--- config.mk ---
export PLATFORM = sky130hd
export DESIGN_NAME = mem_arbiter
export DESIGN_NICKNAME = d
export VERILOG_FILES = /design/src/source/cache_pkg.sv /design/src/source/mem_arbiter.sv
export VERILOG_INCLUDE_DIRS = /design/src /design/src/source
export SDC_FILE = /design/constraint.sdc
export NUM_CORES = 1
export LEC_CHECK = 0
export BUFFER_PORTS_ARGS = -buffer_cell sky130_fd_sc_hd__buf_2
export CAP_MARGIN = 20
export CORE_MARGIN = 4
export CORE_UTILIZATION = 28
export CTS_BUF_LIST = sky130_fd_sc_hd__clkbuf_8
export DETAILED_ROUTE_END_ITERATION = 16
export PLACE_DENSITY = 0.83
export SLEW_MARGIN = 20
export SYNTH_ARGS = -nofsm -noshare
export SYNTH_HDL_FRONTEND = slang
export SYNTH_SLANG_ARGS = --single-unit
--- constraint.sdc ---
create_clock -name clk -period 1.5 [get_ports clk]
set_input_delay 0.225 -clock clk [delete_from_list [all_inputs] [get_ports clk]]
set_output_delay 0.225 -clock clk [all_outputs]
set_load 0.03 [all_outputs]
--- src/source/cache_defs.svh ---
`ifndef CACHE_DEFS_SVH
`define CACHE_DEFS_SVH

// Byte address width of both cache ports
`define CACHE_ADDR_W 32

// Lines per cache, one 32-bit word each
`define CACHE_LINES 64

// Backing memory size in 32-bit words
`define MEM_WORDS 1024

// Read latency of the backing memory in cycles
`define MEM_LATENCY 3

`endif
--- src/source/cache_pkg.sv ---
`include "cache_defs.svh"

package cache_pkg;

  typedef enum logic {PORT_INSTR, PORT_DATA} port_id_t;

  typedef enum logic {OP_LOAD, OP_STORE} cache_op_t;

  typedef enum logic [2:0] {
    S_IDLE,
    S_LOOKUP,
    S_MEM_REQ,
    S_MEM_WAIT,
    S_FILL,
    S_RESP
  } fill_state_t;

  // ==============================
  // Core side
  // ==============================
  typedef struct packed {
    cache_op_t                op;
    logic [`CACHE_ADDR_W-1:0] addr;
    logic [31:0]              wdata;
  } cache_req_t;

  typedef struct packed {
    logic [31:0] data;
    logic        hit;
  } cache_rsp_t;

  // ==============================
  // Memory side, word addressed
  // ==============================
  typedef struct packed {
    cache_op_t                      op;
    logic [$clog2(`MEM_WORDS)-1:0] addr;
    logic [31:0]                    wdata;
    port_id_t                       port;
  } mem_req_t;

  typedef struct packed {
    logic [31:0] data;
    port_id_t    port;
  } mem_rsp_t;

endpackage

--- src/source/mem_arbiter.sv ---
`default_nettype none

module mem_arbiter (
  input  logic                clk,
  input  logic                reset,
  input  logic                instr_req_valid,
  input  cache_pkg::mem_req_t instr_req,
  input  logic                data_req_valid,
  input  cache_pkg::mem_req_t data_req,
  output logic                instr_grant,
  output logic                data_grant,
  output logic                mem_req_valid,
  output cache_pkg::mem_req_t mem_req
);
  cache_pkg::port_id_t last_grant;

  // On a tie the port not served last wins
  always_comb begin
    instr_grant = 1'b0;
    data_grant  = 1'b0;
    if (instr_req_valid && data_req_valid) begin
      if (last_grant == cache_pkg::PORT_INSTR) begin
        data_grant = 1'b1;
      end else begin
        instr_grant = 1'b1;
      end
    end else begin
      instr_grant = instr_req_valid;
      data_grant  = data_req_valid;
    end
  end

  assign mem_req_valid = instr_grant | data_grant;
  assign mem_req       = data_grant ? data_req : instr_req;

  always_ff @(posedge clk) begin
    if (reset) begin
      last_grant <= cache_pkg::PORT_DATA;
    end else if (instr_grant) begin
      last_grant <= cache_pkg::PORT_INSTR;
    end else if (data_grant) begin
      last_grant <= cache_pkg::PORT_DATA;
    end
  end

  // A port that loses a tie is served in the next cycle
  a_instr_next: assert property (@(posedge clk) disable iff (reset)
    instr_req_valid && !instr_grant |=> instr_grant);

  a_data_next: assert property (@(posedge clk) disable iff (reset)
    data_req_valid && !data_grant |=> data_grant);
endmodule

`default_nettype wire

# == Word-level counts from Yosys, hierarchy flattened ==
# Index checks and enable logic that the tools add are counted.
# W data, S select, Z words.
# totals
input_bits,92
ff_bits,1
# op_classes
mux,7
reduce_logical,2
bitwise,1
# op_table
cell,count
$mux W44,1
$mux W1,6
$reduce_bool A2 Y1,1
$logic_and A1 B1 Y1,1
$or A1 B1 Y1,1

# == Depth between registers and ports, before layout ==
# Gate-level depths: netlist (run 1).
# depth
word_depth,4
mapped_depth,4
depth_no_buf,2

# == Least setup slack after synthesis (run 1) ==
# Ideal clock, no wire load.
# synth_timing
kind,reg-to-output
startpoint,register last_grant
endpoint,output mem_req[33] (netlist bit)
n_path_buf,2
path_stages_with_launch,5
required_ns,1.275
arrival_time_ns,1.133
slack_ns,0.142
path_cell_list,dfxtp_1 a21boi_2 buf_6 buf_12 mux2_4
# synth_lines
element,line,text
from (decl),mem_arbiter.sv:15,cache_pkg::port_id_t last_grant;
from (signal assigned),mem_arbiter.sv:38,last_grant <= cache_pkg::PORT_DATA;
from (signal assigned),mem_arbiter.sv:40,last_grant <= cache_pkg::PORT_INSTR;
from (signal assigned),mem_arbiter.sv:42,last_grant <= cache_pkg::PORT_DATA;
to (decl),mem_arbiter.sv:13,output cache_pkg::mem_req_t mem_req

==> results of run 1 <==
-- worst max-delay path, delay by kind of cell (launching register included) --
kind            cells  cell delay (ns)
compound gates      1             0.20
buf+inv             3             0.47
flops               1             0.31
mux                 1             0.30
-- layout make-up --
type,instances,area share (%)
tap,31,2.046
sequential,1,1.122
inverter,1,0.1980
multi-input combinational,50,37.49
timing repair buffer,149,59.14
-- final timing paths --
kind / from / endpoint / slack (ns) / cells past startpoint
worst min register to register: last_grant$_SDFFE_PP1P_ / last_grant$_SDFFE_PP1P_ / 0.62 / 3
worst max register to register: last_grant$_SDFFE_PP1P_ / last_grant$_SDFFE_PP1P_ / 0.48 / 3
worst min-delay path: reset / last_grant$_SDFFE_PP1P_ / 0.40 / 2
worst max-delay path: last_grant$_SDFFE_PP1P_ / mem_req[14] / -0.01 / 5
-- cells in the mapped netlist --
cell and n:
a21boi_0 1, a21boi_2 1, a21o_1 1, buf_12 4, buf_6 1, dfxtp_1 1
inv_1 1, mux2_2 5, mux2_4 39, nand2_1 1, or2_2 2
-- power breakdown --
group	switching [W]	total [W]	internal, W
clock	0	0	0
combinational	0.000416	0.000900	0.000484
sequential	0.00000216	0.0000318	0.0000296
total	0.000418	0.000932	0.000514
-- kinds of logic after synthesis --
kind of cell,Yosys count
AOI/OAI and AO/OA,3
and+or+nand+nor,3
muxes,44
DFF,1
buffers and inverters,6
-- stage by stage --
| step | hold WS (ns) | power (W) | utilization (%) | setup WS (ns) | cell area [µm²] |
|---|---|---|---|---|---|
| after global routing | 0.4267 | 0.0009749 | 69.34 | -0.04883 | 1896 |
| after CTS | 0.4013 | 0.0007938 | 58.76 | -0.04561 | 1607 |
| after global placement | 0.3999 | 0.0007293 | 55.15 | -0.03239 | 1508 |
| final | 0.4025 | 0.0009322 | 69.34 | -0.01189 | 1896 |
| after floorplan | 0.3110 | 0.0005208 | - | 0.1418 | 799.5 |
| after detailed placement | 0.4013 | 0.0007433 | 55.15 | -0.05558 | 1508 |
-- routing by layer --
| layer | track usage (%) | vias up |
|---|---|---|
| met5 | 0 | - |
| met4 | 0 | 0 |
| met3 | 1.677 | 2 |
| met2 | 36.56 | 65 |
| met1 | 16.77 | 487 |
| li1 | - | 502 |
-- timing repair --
action | 4_1_cts | 5_1_grt
gates cloned | 1 | 4
resized for setup | 21 | 96
setup buffers | 2 | 1
endpoints found under the setup margin | 35 | 44
pin swaps | 0 | 1
==> results by group, run 1 <==
Logic synthesis
  • Post-synth top area share: 73.24%
  • Synth Register Bits: 1
  • Post-synthesis mux area share: 80.28%
  • Sequential area share after synthesis: 2.504%
  • Compound-Gate Fraction of Synth Area: 3.286%
  • Synth cell types: 11
  • Synth area leaders: mux2_4 (73%), buf_12 (10%), mux2_2 (7.0%), dfxtp_1 (2.5%), or2_2 (1.6%)
  • Largest family of logic cells by synthesized area: multiplexers
  • Synth Area in Simple Gates: 2.034%
  • Post-Synth Adder-Cell Area: 0%
  • Synthesis Warnings: 0
  • Cells after synthesis: 57
  • Syn Area/Cell: 14.03 µm²
  • Leading area contributor after synthesis: mux2_4
  • Net Count, Synth: 149
  • Xor and xnor area share after synthesis: 0%
  • Post-Synthesis Cell Area: 799.5 µm²

Die
  • Total core area: 2734 µm²
  • Die Y: 61.44 µm
  • Die ar.: 3774 µm²
  • FP Rows: 19
  • Starting Density: 29.24%
  • IO Pins: 139
  • Die width: 61.44 µm

Placement
  • PortBufs: 138
  • DPL Wire Length: 3125 µm
  • Global placer's final weighted congestion: 0.7382
  • Cells after DPL: 226

STA
  • FMAX: 661.4 MHz
  • Pins Over Slew Limit: 0
  • Final period util: 100.8%
  • Final WS setup: -0.01189 ns
  • Unrepaired setup endpoints after global routing: yes
  • Slew headroom: 88.16%
  • Post-layout min period: 1.512 ns
  • Setup TNS: -0.1132 ns
  • Final setup skew: 0 ns
  • Hold Fails Final Rpt: 0
  • Final setup viols: 13
  • Worst Max-Slew Pin Slew: 0.1772 ns

Cells and area
  • Most frequent cells in the layout: buf_2 (95), mux2_4 (44), buf_6 (36)
  • Reg area: 21.27 µm²
  • Commonest non-fill, non-tap cell in the layout: buf_2
  • Ant. Diodes: 0
  • Biggest register: last_grant
  • Layout cell share with drive strength beyond 1: 98.01%
  • Flip-flop count of the largest register after layout: 1
  • Final std cells w/o fill: 232
  • Multi-input logic area: 710.7 µm²
  • Filler Cells Inserted: 229
  • Top Registers: last_grant (1)
  • Final Net Count: 295
  • Area Growth Syn to Fin: 137.1%

Critical path
  • Crit path largest cell delay: 0.31 ns
  • Critical path required time: 1.27 ns
  • Worst Setup Path Type: flop to output pin
  • CP startpoint kind: flop
  • Critical path arrival: 1.29 ns
  • Crit path max fanout: 6
  • Crit-path cells: a21boi_4 -> buf_12 -> clkbuf_16 -> mux2_4 -> buf_6
  • Crit path capture type: output pin
  • Slowest CP cell: dfxtp_2

Power and ir drop
  • Leak: 1.091 nW
  • Power Density: 491.8 nW/µm²
  • VDD IR max: 345.6 µV

Drt
  • Met1 WL: 1254 µm
  • Avg WL per Cell: 17.30 µm
  • DRT Pass-1 Iters: 4
  • Via count: 1,056
  • Drc violations: 0
  • Routed Wire Length: 4013 µm
  • Highest routing layer actually used: met4
  • Vias per cell: 4.552
  • Initial drt markers: 35
  • Antenna-violating nets left: 0
  • DR WL met2: 2346 µm
  • Wire length on met3: 397 µm

Global routing
  • Number of global-route vias before repair: 1,062
  • Tot GR Track Use: 16.42%
  • Largest net degree at the start of global routing: 26
  • Gr ovfl total: 0
  • Initial antenna violation count: 0
  • First-pass GRT wire length: 4705 µm

Min path
  • Worst Hold Class: input port to flop

Outcome
  • Status: finished with violations
  • Failing checks: negative setup slack

Clock network
  • Cts-stage hold buffer count: 0
  • Clock Latency Late Sink: 0 ns
  • Reg clk slew, reported paths: 0 ns

Job
  • Max cap viols: 0
Power figures use the tool's default switching activity.
==> run 2: changes to the inputs <==
- SKIP_LAST_GASP: default -> 1
==> run 2 against run 1 <==
- the flow still finishes with violations (negative setup slack)
- fmax is 0.33% lower
- largest power group unchanged
- critical endpoint is now mem_req[0]
- sequential cell count stayed put
- power is 0.99% lower
==> results by group, run 2 (synthesis gave the netlist of run 1 again) <==
Cells and area
  • Filler Cells Inserted: 220
  • Biggest register: last_grant
  • Final Net Count: 295
  • Layout cell share with drive strength beyond 1: 98.01%
  • Ant. Diodes: 0
  • Flip-flop count of the largest register after layout: 1
  • Commonest non-fill, non-tap cell in the layout: buf_2
  • Final std cells w/o fill: 232
  • Utilization after layout: 69.02%
  • Most frequent cells in the layout: buf_2 (94), mux2_4 (41), buf_6 (36)
  • Top Registers: last_grant (1)
  • Area Growth Syn to Fin: 136.0%

Global routing
  • Tot GR Track Use: 15.87%
  • First-pass GRT wire length: 4574 µm
  • Number of global-route vias before repair: 1,047
  • Gr ovfl total: 0
  • Largest net degree at the start of global routing: 26
  • Initial antenna violation count: 0

Die
  • Starting Density: 29.24%
  • FP Rows: 19
  • Die width: 61.44 µm
  • Total core area: 2734 µm²
  • Die ar.: 3774 µm²
  • Die Y: 61.44 µm
  • IO Pins: 139

Critical path
  • Crit path capture type: output pin
  • CP Buf/Inv Count: 3
  • Critical path required time: 1.27 ns
  • Slowest CP cell: mux2_2
  • Critical path arrival: 1.29 ns
  • CP startpoint kind: flop
  • Crit-path cells: a21boi_4 -> buf_12 -> buf_12 -> mux2_2 -> buf_6
  • Worst Setup Path Type: flop to output pin
  • Crit path largest cell delay: 0.34 ns
  • Cell mode on critical path: buf_12
  • CP delay by family, top: buffers and inverters
  • Crit path max fanout: 7

Placement
  • Global placer's final weighted congestion: 0.7382
  • DPL Wire Length: 3125 µm
  • PortBufs: 138
  • Cells after DPL: 226

Outcome
  • Status: finished with violations
  • Failing checks: negative setup slack

Power and ir drop
  • Power Density: 489.2 nW/µm²
  • Leak: 1.080 nW
  • VDD IR max: 361.6 µV

STA
  • Slew headroom: 88.17%
  • Final WS setup: -0.01691 ns
  • Pins Over Slew Limit: 0
  • Hold Fails Final Rpt: 0
  • Final period util: 101.1%
  • Final setup viols: 18
  • Setup TNS: -0.1652 ns
  • Post-layout min period: 1.517 ns
  • Unrepaired setup endpoints after global routing: yes
  • Worst Max-Slew Pin Slew: 0.1770 ns
  • FMAX: 659.2 MHz
  • Final setup skew: 0 ns

Drt
  • Via count: 1,047
  • Avg WL per Cell: 16.56 µm
  • Routed Wire Length: 3841 µm
  • Initial drt markers: 11
  • Vias per cell: 4.513
  • DRT Pass-1 Iters: 2
  • Drc violations: 0
  • Antenna-violating nets left: 0

Clock network
  • Reg clk slew, reported paths: 0 ns
  • Cts-stage hold buffer count: 0
  • Clock Latency Late Sink: 0 ns

Job
  • Max cap viols: 0

Min path
  • Worst Hold Class: input port to flop
[run 2: area by class of cell]
type / instances / area [µm²] / share of cell area (%)
Timing Repair Buffer: 149 / 1124 / 59.55
Multi-Input combinational cell: 50 / 699.4 / 37.07
Tap cell: 31 / 38.79 / 2.056
Inverter: 1 / 3.754 / 0.1989
Sequential cell: 1 / 21.27 / 1.127
[run 2: worst register-to-register path, delay by kind of cell, from the launching register on]
kind | cells | cell delay (ns)
flip-flops | 1 | 0.31
buffers and inverters | 1 | 0.13
AO/OA/AOI/OAI | 1 | 0.17
AND/OR/NAND/NOR | 1 | 0.28
[run 2: through the flow]
stage	setup slack (ns)	total power, W	hold WS, ns	area, µm²
finish	-0.01691	0.0009230	0.4025	1887
global route	-0.04285	0.0009687	0.4267	1887
floorplan	0.1418	0.0005208	0.3110	799.5
CTS	-0.04561	0.0007627	0.4013	1550
global placement	-0.03239	0.0007293	0.3999	1508
detailed placement	-0.05558	0.0007433	0.4013	1508
[run 2: per-layer routing]
metal  up-vias  track usage, %  share of wire [%]
met5         -               0                  0
met4         0               0                1.3
met3         4           1.677                 10
met2        63           35.20                 57
met1       477           16.27                 31
li1        503               -                  -
[run 2: worst paths after layout]
kind / cells after the start / slack [ns] / end / from
min: 2 / 0.40 / last_grant$_SDFFE_PP1P_ / reset
min reg2reg: 3 / 0.62 / last_grant$_SDFFE_PP1P_ / last_grant$_SDFFE_PP1P_
max reg2reg: 3 / 0.48 / last_grant$_SDFFE_PP1P_ / last_grant$_SDFFE_PP1P_
max: 5 / -0.02 / mem_req[0] / last_grant$_SDFFE_PP1P_
[run 2: where the power goes]
part	switching, W	internal, W	total [W]
Combinational	0.000410	0.000481	0.000891
Clock	0	0	0
Sequential	0.00000217	0.0000296	0.0000318
Total	0.000412	0.000511	0.000923
[run 2: repair_timing]
| item | in CTS | in global routing |
|---|---|---|
| gates resized for setup | 1 | 130 |
| endpoints found under the setup margin | 35 | 44 |
| pin swaps | 0 | 1 |
| endpoints found under the hold margin | 0 | 0 |
| cloned | 1 | 4 |
| buffers inserted | 2 | 1 |
